===== src/verilog/rv_decode_pkg.sv =====
package rv_decode_pkg;

    localparam int INSTR_W = 32;
    localparam int CTRL_W  = 35;

    ////////////////////////////////////////////////////////////////////////////
    // Opcodes and decoded classes
    ////////////////////////////////////////////////////////////////////////////

    typedef enum logic [6:0] {
        OP_EMPTY   = 7'b0000000,    // All-zero word, decodes to a no-op
        OP_LOAD    = 7'b0000011,
        OP_ARITH_I = 7'b0010011,
        OP_AUIPC   = 7'b0010111,
        OP_STORE   = 7'b0100011,
        OP_ARITH_R = 7'b0110011,
        OP_LUI     = 7'b0110111,
        OP_BRANCH  = 7'b1100011,
        OP_JALR    = 7'b1100111,
        OP_JAL     = 7'b1101111
    } opcode_t;

    typedef enum logic [3:0] {
        CLS_ARITH_R, CLS_ARITH_I, CLS_BRANCH, CLS_LOAD, CLS_STORE, CLS_JAL,
        CLS_JALR, CLS_AUIPC, CLS_LUI, CLS_EMPTY, CLS_ILLEGAL
    } op_class_t;

    ////////////////////////////////////////////////////////////////////////////
    // Control word fields
    ////////////////////////////////////////////////////////////////////////////

    typedef enum logic [7:0] {
        // Base integer ALU
        SUB  = 8'h00, ADD    = 8'h01, AND    = 8'h02, OR     = 8'h03, XOR   = 8'h04,
        RMV  = 8'h05, LMV    = 8'h06, ARMV   = 8'h07, SLTS   = 8'h08, SLTUS = 8'h09,
        // B extension ALU
        ANDN = 8'h10, MAX    = 8'h11, MAXU   = 8'h12, MIN    = 8'h13, MINU  = 8'h14,
        ORN  = 8'h15, SH1ADD = 8'h16, SH2ADD = 8'h17, SH3ADD = 8'h18, XNOR  = 8'h19,
        // Bit count and rotate
        BCLR = 8'h30, BEXT   = 8'h31, BINV   = 8'h32, BSET   = 8'h33, CLZ   = 8'h34,
        CPOP = 8'h35, CTZ    = 8'h36, ROL    = 8'h37, ROR    = 8'h38, ROLI  = 8'h39,
        RORI = 8'h3A,
        // Multiply and divide, low bits follow funct3
        MUL  = 8'h40, MULH   = 8'h41, MULHSU = 8'h42, MULHU  = 8'h43,
        DIV  = 8'h44, DIVU   = 8'h45, REM    = 8'h46, REMU   = 8'h47
    } ccu_mode_t;

    typedef enum logic [3:0] {
        NPC = 4'h0, OFFPC = 4'h1, NEQ = 4'h2, EQ  = 4'h3, SLT = 4'h4,
        ULT = 4'h5, SGT   = 4'h6, UGT = 4'h7, JALR = 4'h8
    } jump_ctrl_t;

    typedef enum logic [2:0] {
        BY_WORD = 3'h0, BY_HALF = 3'h1, BY_HALF_U = 3'h2, BY_BYTE = 3'h3, BY_BYTE_U = 3'h4
    } dmu_mode_t;

    typedef enum logic [2:0] {SR1_REG = 3'b000, SR1_PC = 3'b001, SR1_ZERO = 3'b011} sr1_sel_t;
    typedef enum logic [2:0] {SR2_REG = 3'b000, SR2_IMM = 3'b001, SR2_ZERO = 3'b011} sr2_sel_t;

    typedef enum logic [2:0] {
        RF_CCU = 3'b000, RF_PCP4 = 3'b001, RF_DMU = 3'b010, RF_ZERO = 3'b110
    } rf_wb_sel_t;

    // Bit 34 down to bit 0
    typedef struct packed {
        logic        ebreak;        // Tied low
        jump_ctrl_t  jump_ctrl;
        logic        csr_we;        // Tied low
        logic        dm_rd;
        logic        dm_we;
        dmu_mode_t   dmu_mode;
        logic        rsvd_23;
        logic        rfi_we;
        ccu_mode_t   ccu_mode;
        logic [1:0]  rsvd_13_12;
        logic        ccu_ans_sel;   // High selects the MDU result
        logic        rf_sr2_sel;
        logic        rf_sr1_sel;
        rf_wb_sel_t  rf_wb_sel;
        sr2_sel_t    sr2_sel;
        sr1_sel_t    sr1_sel;
    } ctrl_word_t;

endpackage


===== src/verilog/decode_if.sv =====
`timescale 1ns/1ps

// Stage 1 to stage 2, plain valid strobe with no back-pressure
interface decode_if;
    logic                     valid;
    rv_decode_pkg::op_class_t op_class;
    logic [2:0]               funct3;
    rv_decode_pkg::ccu_mode_t ccu_mode;
    logic                     ccu_ans_sel;

    modport producer (
        output valid,
        output op_class,
        output funct3,
        output ccu_mode,
        output ccu_ans_sel
    );

    modport consumer (
        input valid,
        input op_class,
        input funct3,
        input ccu_mode,
        input ccu_ans_sel
    );
endinterface


===== src/verilog/alu_mode_decoder.sv =====
`timescale 1ns/1ps

module alu_mode_decoder (
    input  rv_decode_pkg::op_class_t op_class,
    input  logic [6:0]               funct7,
    input  logic [2:0]               funct3,
    input  logic [4:0]               rs2_field,
    output rv_decode_pkg::ccu_mode_t ccu_mode,
    output logic                     ccu_ans_sel
);

    // Base integer group, shared by register and immediate forms
    function automatic rv_decode_pkg::ccu_mode_t base_mode(input logic [2:0] f3);
        case (f3)
            3'b000:  return rv_decode_pkg::ADD;
            3'b001:  return rv_decode_pkg::LMV;
            3'b010:  return rv_decode_pkg::SLTS;
            3'b011:  return rv_decode_pkg::SLTUS;
            3'b100:  return rv_decode_pkg::XOR;
            3'b101:  return rv_decode_pkg::RMV;
            3'b110:  return rv_decode_pkg::OR;
            default: return rv_decode_pkg::AND;
        endcase
    endfunction

    always_comb begin
        ccu_mode    = rv_decode_pkg::ADD;   // Anything not listed below
        ccu_ans_sel = 1'b0;

        case (op_class)
            rv_decode_pkg::CLS_ARITH_R: begin
                case (funct7)
                    7'b0000000: ccu_mode = base_mode(funct3);
                    7'b0100000: begin
                        case (funct3)
                            3'b000:  ccu_mode = rv_decode_pkg::SUB;
                            3'b100:  ccu_mode = rv_decode_pkg::XNOR;
                            3'b101:  ccu_mode = rv_decode_pkg::ARMV;
                            3'b110:  ccu_mode = rv_decode_pkg::ORN;
                            3'b111:  ccu_mode = rv_decode_pkg::ANDN;
                            default: ccu_mode = rv_decode_pkg::ADD;
                        endcase
                    end
                    7'b0010000: begin       // Shift then add
                        case (funct3)
                            3'b010:  ccu_mode = rv_decode_pkg::SH1ADD;
                            3'b100:  ccu_mode = rv_decode_pkg::SH2ADD;
                            3'b110:  ccu_mode = rv_decode_pkg::SH3ADD;
                            default: ccu_mode = rv_decode_pkg::ADD;
                        endcase
                    end
                    7'b0000101: begin       // Min and max
                        case (funct3)
                            3'b100:  ccu_mode = rv_decode_pkg::MIN;
                            3'b101:  ccu_mode = rv_decode_pkg::MINU;
                            3'b110:  ccu_mode = rv_decode_pkg::MAX;
                            3'b111:  ccu_mode = rv_decode_pkg::MAXU;
                            default: ccu_mode = rv_decode_pkg::ADD;
                        endcase
                    end
                    7'b0110000: begin       // Rotates
                        if (funct3 == 3'b001)
                            ccu_mode = rv_decode_pkg::ROL;
                        else if (funct3 == 3'b101)
                            ccu_mode = rv_decode_pkg::ROR;
                    end
                    7'b0000001: begin
                        // MUL through REMU sit at 8'h40 plus funct3
                        ccu_ans_sel = 1'b1;
                        ccu_mode    = rv_decode_pkg::ccu_mode_t'({5'b01000, funct3});
                    end
                    default: ccu_mode = rv_decode_pkg::ADD;
                endcase
            end

            rv_decode_pkg::CLS_ARITH_I: begin
                if (funct7 == 7'b0110000) begin
                    // Counts pick their operation in the rs2 slot
                    if (funct3 == 3'b101)
                        ccu_mode = rv_decode_pkg::RORI;
                    else if (funct3 == 3'b001 && rs2_field == 5'b00000)
                        ccu_mode = rv_decode_pkg::CLZ;
                    else if (funct3 == 3'b001 && rs2_field == 5'b00001)
                        ccu_mode = rv_decode_pkg::CTZ;
                    else if (funct3 == 3'b001 && rs2_field == 5'b00010)
                        ccu_mode = rv_decode_pkg::CPOP;
                end else if (funct3 == 3'b101) begin
                    ccu_mode = funct7[5] ? rv_decode_pkg::ARMV : rv_decode_pkg::RMV;  // srai
                end else begin
                    ccu_mode = base_mode(funct3);
                end
            end

            rv_decode_pkg::CLS_BRANCH: ccu_mode = rv_decode_pkg::SUB;   // Compare by subtract
            default: ccu_mode = rv_decode_pkg::ADD;
        endcase
    end

endmodule


===== src/verilog/instr_classifier.sv =====
`timescale 1ns/1ps

module instr_classifier (
    input  logic                              clk,
    input  logic                              arst_n,
    input  logic [rv_decode_pkg::INSTR_W-1:0] instr,
    input  logic                              instr_valid,
    decode_if.producer                        dec
);

    rv_decode_pkg::op_class_t op_class;
    rv_decode_pkg::ccu_mode_t ccu_mode;
    logic                     ccu_ans_sel;

    always_comb begin
        case (instr[6:0])
            rv_decode_pkg::OP_ARITH_R: op_class = rv_decode_pkg::CLS_ARITH_R;
            rv_decode_pkg::OP_ARITH_I: op_class = rv_decode_pkg::CLS_ARITH_I;
            rv_decode_pkg::OP_BRANCH:  op_class = rv_decode_pkg::CLS_BRANCH;
            rv_decode_pkg::OP_LOAD:    op_class = rv_decode_pkg::CLS_LOAD;
            rv_decode_pkg::OP_STORE:   op_class = rv_decode_pkg::CLS_STORE;
            rv_decode_pkg::OP_JAL:     op_class = rv_decode_pkg::CLS_JAL;
            rv_decode_pkg::OP_JALR:    op_class = rv_decode_pkg::CLS_JALR;
            rv_decode_pkg::OP_AUIPC:   op_class = rv_decode_pkg::CLS_AUIPC;
            rv_decode_pkg::OP_LUI:     op_class = rv_decode_pkg::CLS_LUI;
            rv_decode_pkg::OP_EMPTY:   op_class = rv_decode_pkg::CLS_EMPTY;
            default:                   op_class = rv_decode_pkg::CLS_ILLEGAL;  // System too
        endcase
    end

    alu_mode_decoder u_alu_mode_decoder (
        .op_class    (op_class),
        .funct7      (instr[31:25]),
        .funct3      (instr[14:12]),
        .rs2_field   (instr[24:20]),
        .ccu_mode    (ccu_mode),
        .ccu_ans_sel (ccu_ans_sel)
    );

    ////////////////////////////////////////////////////////////////////////////
    // Stage 1 registers
    ////////////////////////////////////////////////////////////////////////////

    always_ff @(posedge clk or negedge arst_n) begin
        if (!arst_n)
            dec.valid <= 1'b0;
        else
            dec.valid <= instr_valid;
    end

    always_ff @(posedge clk) begin
        if (instr_valid) begin      // Hold payload between instructions
            dec.op_class    <= op_class;
            dec.funct3      <= instr[14:12];
            dec.ccu_mode    <= ccu_mode;
            dec.ccu_ans_sel <= ccu_ans_sel;
        end
    end

    a_valid_known: assert property (@(posedge clk) disable iff (!arst_n)
        !$isunknown(dec.valid));

endmodule


===== src/verilog/ctrl_word_gen.sv =====
`timescale 1ns/1ps

module ctrl_word_gen (
    input  logic                      clk,
    input  logic                      arst_n,
    decode_if.consumer                dec,
    output rv_decode_pkg::ctrl_word_t control_signals,
    output logic                      ctrl_valid,
    output logic                      error
);

    rv_decode_pkg::ctrl_word_t word;
    logic                      illegal;

    always_comb begin
        word             = '0;
        word.jump_ctrl   = rv_decode_pkg::NPC;
        word.dmu_mode    = rv_decode_pkg::BY_WORD;
        word.sr1_sel     = rv_decode_pkg::SR1_ZERO;
        word.sr2_sel     = rv_decode_pkg::SR2_ZERO;
        word.rf_wb_sel   = rv_decode_pkg::RF_ZERO;
        word.ccu_mode    = dec.ccu_mode;       // ADD outside the ALU classes
        word.ccu_ans_sel = dec.ccu_ans_sel;
        illegal          = 1'b0;

        case (dec.op_class)
            rv_decode_pkg::CLS_ARITH_R: begin
                word.sr1_sel   = rv_decode_pkg::SR1_REG;
                word.sr2_sel   = rv_decode_pkg::SR2_REG;
                word.rf_wb_sel = rv_decode_pkg::RF_CCU;
                word.rfi_we    = 1'b1;
            end
            rv_decode_pkg::CLS_ARITH_I, rv_decode_pkg::CLS_AUIPC, rv_decode_pkg::CLS_LUI: begin
                word.sr1_sel   = rv_decode_pkg::SR1_REG;
                word.sr2_sel   = rv_decode_pkg::SR2_IMM;
                word.rf_wb_sel = rv_decode_pkg::RF_CCU;
                word.rfi_we    = 1'b1;
                if (dec.op_class == rv_decode_pkg::CLS_AUIPC)
                    word.sr1_sel = rv_decode_pkg::SR1_PC;
                else if (dec.op_class == rv_decode_pkg::CLS_LUI)
                    word.sr1_sel = rv_decode_pkg::SR1_ZERO;   // Immediate passes through
            end
            rv_decode_pkg::CLS_BRANCH: begin
                case (dec.funct3)
                    3'b001:  word.jump_ctrl = rv_decode_pkg::NEQ;
                    3'b100:  word.jump_ctrl = rv_decode_pkg::SLT;
                    3'b101:  word.jump_ctrl = rv_decode_pkg::SGT;
                    3'b110:  word.jump_ctrl = rv_decode_pkg::ULT;
                    3'b111:  word.jump_ctrl = rv_decode_pkg::UGT;
                    default: word.jump_ctrl = rv_decode_pkg::EQ;  // beq and reserved codes
                endcase
            end
            rv_decode_pkg::CLS_LOAD: begin
                word.sr1_sel   = rv_decode_pkg::SR1_REG;
                word.sr2_sel   = rv_decode_pkg::SR2_IMM;
                word.rf_wb_sel = rv_decode_pkg::RF_DMU;
                word.rfi_we    = 1'b1;
                word.dm_rd     = 1'b1;
                case (dec.funct3)
                    3'b000:  word.dmu_mode = rv_decode_pkg::BY_BYTE;
                    3'b001:  word.dmu_mode = rv_decode_pkg::BY_HALF;
                    3'b100:  word.dmu_mode = rv_decode_pkg::BY_BYTE_U;
                    3'b101:  word.dmu_mode = rv_decode_pkg::BY_HALF_U;
                    default: word.dmu_mode = rv_decode_pkg::BY_WORD;
                endcase
            end
            rv_decode_pkg::CLS_STORE: begin
                word.sr1_sel = rv_decode_pkg::SR1_REG;
                word.sr2_sel = rv_decode_pkg::SR2_IMM;
                word.dm_we   = 1'b1;
            end
            rv_decode_pkg::CLS_JAL, rv_decode_pkg::CLS_JALR: begin
                word.rf_wb_sel = rv_decode_pkg::RF_PCP4;   // Link address
                word.rfi_we    = 1'b1;
                word.jump_ctrl = rv_decode_pkg::OFFPC;
                if (dec.op_class == rv_decode_pkg::CLS_JALR) begin
                    word.sr1_sel   = rv_decode_pkg::SR1_REG;
                    word.sr2_sel   = rv_decode_pkg::SR2_IMM;
                    word.jump_ctrl = rv_decode_pkg::JALR;
                end
            end
            rv_decode_pkg::CLS_ILLEGAL: illegal = 1'b1;
            default: ;                                  // Empty opcode
        endcase
    end

    ////////////////////////////////////////////////////////////////////////////
    // Stage 2 registers, outputs hold while idle
    ////////////////////////////////////////////////////////////////////////////

    always_ff @(posedge clk or negedge arst_n) begin
        if (!arst_n) begin
            control_signals <= '0;
            ctrl_valid      <= 1'b0;
            error           <= 1'b0;
        end else begin
            ctrl_valid <= dec.valid;
            if (dec.valid) begin
                control_signals <= word;
                error           <= illegal;
            end
        end
    end

    a_mem_excl: assert property (@(posedge clk) disable iff (!arst_n)
        ctrl_valid |-> !(control_signals.dm_we && control_signals.dm_rd));

    // Illegal class from stage 1 must come out as a flagged, write-free word
    a_err_no_wr: assert property (@(posedge clk) disable iff (!arst_n)
        dec.valid && dec.op_class == rv_decode_pkg::CLS_ILLEGAL
        |=> error && !control_signals.rfi_we && !control_signals.dm_we);

endmodule


===== src/verilog/decoder_top.sv =====
`timescale 1ns/1ps

module decoder_top (
    input  logic                              clk,
    input  logic                              arst_n,
    input  logic [rv_decode_pkg::INSTR_W-1:0] instr,
    input  logic                              instr_valid,
    output logic [rv_decode_pkg::CTRL_W-1:0]  control_signals,
    output logic                              ctrl_valid,
    output logic                              error
);

    decode_if dec_if ();

    instr_classifier u_instr_classifier (
        .clk         (clk),
        .arst_n      (arst_n),
        .instr       (instr),
        .instr_valid (instr_valid),
        .dec         (dec_if.producer)
    );

    ctrl_word_gen u_ctrl_word_gen (
        .clk             (clk),
        .arst_n          (arst_n),
        .dec             (dec_if.consumer),
        .control_signals (control_signals),
        .ctrl_valid      (ctrl_valid),
        .error           (error)
    );

endmodule


===== config.mk =====
export PLATFORM = sky130hd
export DESIGN_NAME = decoder_top
export DESIGN_NICKNAME = d
export VERILOG_FILES = /design/src/verilog/rv_decode_pkg.sv /design/src/verilog/decode_if.sv /design/src/verilog/alu_mode_decoder.sv /design/src/verilog/instr_classifier.sv /design/src/verilog/ctrl_word_gen.sv /design/src/verilog/decoder_top.sv
export SDC_FILE = /design/constraint.sdc
export NUM_CORES = 1
export LEC_CHECK = 0
export ABC_AREA = 1
export BUFFER_PORTS_ARGS = -buffer_cell sky130_fd_sc_hd__buf_2
export CORE_UTILIZATION = 50
export DETAILED_ROUTE_END_ITERATION = 16
export PLACE_DENSITY = 0.77
export REMOVE_ABC_BUFFERS = 1
export SKIP_LAST_GASP = 1
export SLEW_MARGIN = 20
export SYNTH_ARGS = -nofsm -noshare
export SYNTH_HDL_FRONTEND = slang
export SYNTH_SLANG_ARGS = --single-unit

===== constraint.sdc =====
create_clock -name clk -period 3.6 [get_ports clk]
set_input_delay 0.72 -clock clk [delete_from_list [all_inputs] [get_ports clk]]
set_output_delay 0.72 -clock clk [all_outputs]
set_load 0.01 [all_outputs]

==> results.sh <==
export IMPL_setup_viol=0
export IMPL_synthMuxAreaShare=0
export IMPL_worst_pin_slew_ps=598.6
export IMPL_cts_tree="done"
export IMPL_p_seq_frac=0.554
export IMPL_synth_seq_area_share=0.4494
export IMPL_synth_cell_types=35
export IMPL_clk_pin_slew_worst_paths_ps=70
export IMPL_setup_tns_ps=0
export IMPL_cts_root_buf="clkbuf_8"
export IMPL_drt_iter0_markers=126
export IMPL_end_kind="flop"
export IMPL_syn_inst=339
export IMPL_synth_compound_area_frac=0.07816
export IMPL_ir_drop_mv=0.2298
export IMPL_cp_arrival_ps=1880
export IMPL_grt_pass1_vias=1976
export IMPL_timing_final_crit_period_ps=1828
export IMPL_dp_hpwl_microns=3799
export IMPL_vias_per_cell=4.941
export IMPL_synth_simple_area_share=0.3664
export IMPL_wl_per_cell_microns=10.64
export IMPL_start_kind="input port"
export IMPL_cts_buffer_depth=2
export IMPL_whs_ps=425.7
export IMPL_drtPass1Iterations=4
export IMPL_synth_xor_area_share=0
export IMPL_p_comb_frac=0.164
export IMPL_ioPinCount=72
export IMPL_syn_area_sq_um=2561
export IMPL_status="finished clean"
export IMPL_synth_seq_cells=43
export IMPL_rsz0062_at_grt="false"
export IMPL_synthToLayoutAreaGrowth_pct=13.58
export IMPL_intPower_uw=729.6
export IMPL_hold_violations=0
export IMPL_path_class="in2reg"
export IMPL_num_rows=25
export IMPL_critPathSlowestCell="buf_2"
export IMPL_synthArstFlopShare=0.6512
export IMPL_die_x_microns=73.57
export IMPL_numCtsBuffers=5
export IMPL_fillers=480
export IMPL_synth_area_leaders="dfrtp_1 (27%), edfxtp_1 (18%), nand2_1 (16%)"
export IMPL_ant_nets=0
export IMPL_grt_overflow=0
export IMPL_crit_top_cell="nand2_1"
export IMPL_syn_avg_cell_area_sq_um=7.555
export IMPL_finalWeightedCongestion=0.9302
export IMPL_post_route_util=0.6039
export IMPL_nNetsFinal=425
export IMPL_yosys_area_top_type_share=0.2736
export IMPL_drt_total_wl_microns=4871
export IMPL_layout_drive_gt1_share=0.2097
export IMPL_dp_cells=450
export IMPL_power_per_cell_area_nw_per_um2=347.3
export IMPL_p_clk_frac=0.282
export IMPL_grt_pass1_wl_microns=8369
export IMPL_antenna_found_initial=0
export IMPL_hold_class="in2async"
export IMPL_p_sw_frac=0.2778
export IMPL_synth_top_family_by_area="simple AND/OR/NAND/NOR gates"
export IMPL_clock_sinks=43
export IMPL_yosys_warnings=0
export IMPL_cp_max_fo=12
export IMPL_vias=2263
export IMPL_synth_edf_count=15
export IMPL_crit_chain="buf_2 > inv_1 > nand2_1 > nand2_2 > nand2_1 > nand2_1 > nand2_1 > nand2_1 > inv_1 > nand3_1 > nand2_1 > nand2_1"
export IMPL_dominantRegCellSynth="dfrtp_1"
export IMPL_cts_setup_buffers=0
export IMPL_finalMaxSlewViolations=0
export IMPL_p_leak_uw=0.001539
export IMPL_die_area_sq_um=5413
export IMPL_final_cells=458
export IMPL_start_util=0.5317
export IMPL_grt_util_all_layers=0.1995
export IMPL_crit_required_ps=3650
export IMPL_yosysTopAreaCell="dfrtp_1"
export IMPL_die_y_microns=73.57
export IMPL_cts_resized=0
export IMPL_fin_crit_sh=0.5079
export IMPL_synth_adder_area_share=0
export IMPL_drc=0
export IMPL_core_sq_um=4817
export IMPL_post_place_ws_ps=1480
export IMPL_grt_max_degree=29
export IMPL_worst_slack_ps=1772
export IMPL_antenna_cells=0
export IMPL_cts_max_level=2
export IMPL_clk_insertion_delay_late_ps=290
export IMPL_critPathMaxStageDelay_ps=310
export IMPL_relSlewSlack=0.6005
export IMPL_io_buffer_count=51
export IMPL_clock_fmax_mhz=546.9
export IMPL_switchingPower_uw=280.7
export IMPL_drv_cap=0
export IMPL_hold_buffers=0
export IMPL_fin_skew_ps=3.355
-- registers in the layout, indices dropped and copies added, names as in the netlist --
name / cells
u_ctrl_word_gen.ctrl_valid: 1
u_ctrl_word_gen.control_signals: 25
u_instr_classifier.dec.op_class: 4
u_instr_classifier.dec.valid: 1
u_ctrl_word_gen.error: 1
u_instr_classifier.dec.ccu_mode: 7
u_instr_classifier.dec.funct3: 3
u_instr_classifier.dec.ccu_ans_sel: 1
-- cells in the mapped netlist, drive strengths merged, types with 3 or more instances --
master  number
buf         15
nand2      118
o21ai       15
a21oi        7
dfrtp       28
nand4        5
nor2        45
o211ai       3
nand3b       3
nand3       28
inv         39
o31ai        3
edfxtp      15
-- critical path: cells and delay by family --
kind,cells,cell delay [ps]
simple gates,9,660
buf+inv,3,490
-- worst paths after layout --
check / startpoint / to / slack (ps) / cells past startpoint
min reg2reg: u_instr_classifier.dec.ccu_mode[0]$_DFFE_PP_ / u_ctrl_word_gen.control_signals[14]$_DFFE_PN0P_ / 450 / 2
max in group asynchronous: arst_n / u_ctrl_word_gen.control_signals[19]$_DFFE_PN0P_ / 2790 / 1
min: arst_n / u_ctrl_word_gen.control_signals[31]$_DFFE_PN0P_ / 430 / 1
min in group clk: u_instr_classifier.dec.ccu_mode[0]$_DFFE_PP_ / u_ctrl_word_gen.control_signals[14]$_DFFE_PN0P_ / 450 / 2
max: instr[14] / u_instr_classifier.dec.ccu_mode[0]$_DFFE_PP_ / 1770 / 12
max reg2reg: u_instr_classifier.dec.valid$_DFF_PN0_ / u_ctrl_word_gen.control_signals[0]$_DFFE_PN0P_ / 2100 / 5
-- area by class of cell --
| cell class | instances | area (sq um) | share of cell area |
|---|---|---|---|
| multi-input combinational | 249 | 1176 | 0.4043 |
| sequential | 43 | 1151 | 0.3957 |
| timing repair buffer | 52 | 262.8 | 0.09032 |
| inverter | 39 | 151.4 | 0.05204 |
| tap | 67 | 83.83 | 0.02882 |
| clock buffer | 5 | 68.82 | 0.02366 |
| clock inverter | 3 | 15.01 | 0.005161 |
-- through the flow --
stage,power [uW],cell area [sq um]
after global placement,730.7,2825
after floorplan,661.0,2479
final,1010,2909
after CTS,1021,2909
after global routing,1068,2909
after detailed placement,736.0,2825
-- logic make-up after synthesis --
| family | after synthesis |
|---|---|
| other | 1 |
| buffers and inverters | 56 |
| AOI/OAI and AO/OA | 34 |
| DFF | 43 |
| and+or+nand+nor | 205 |
-- power by group through the flow --
stage	logic [uW]	clock network [uW]	registers [uW]
floorplan	79.2	0	582
global placement	162	0	569
detailed placement	166	0	570
CTS	166	295	560
global route	188	316	564
finish	166	285	560
-- layout by cell type (no fill, tap or decap), types with 7 or more instances in the layout --
master    count
conb_1       10
nand3_1      27
buf_2        51
nor2_1       38
o21ai_0      14
nand2_1     110
edfxtp_1     15
dfrtp_1      28
a21oi_1       7
inv_1        34
-- layer usage --
layer | track usage | wire length (microns)
met3 | 0.04664 | 320
met5 | 0 | 0
met1 | 0.2478 | 2202
met4 | 0.06410 | 82
met2 | 0.3415 | 2266
Note: power is estimated with default switching activity, not from simulation.
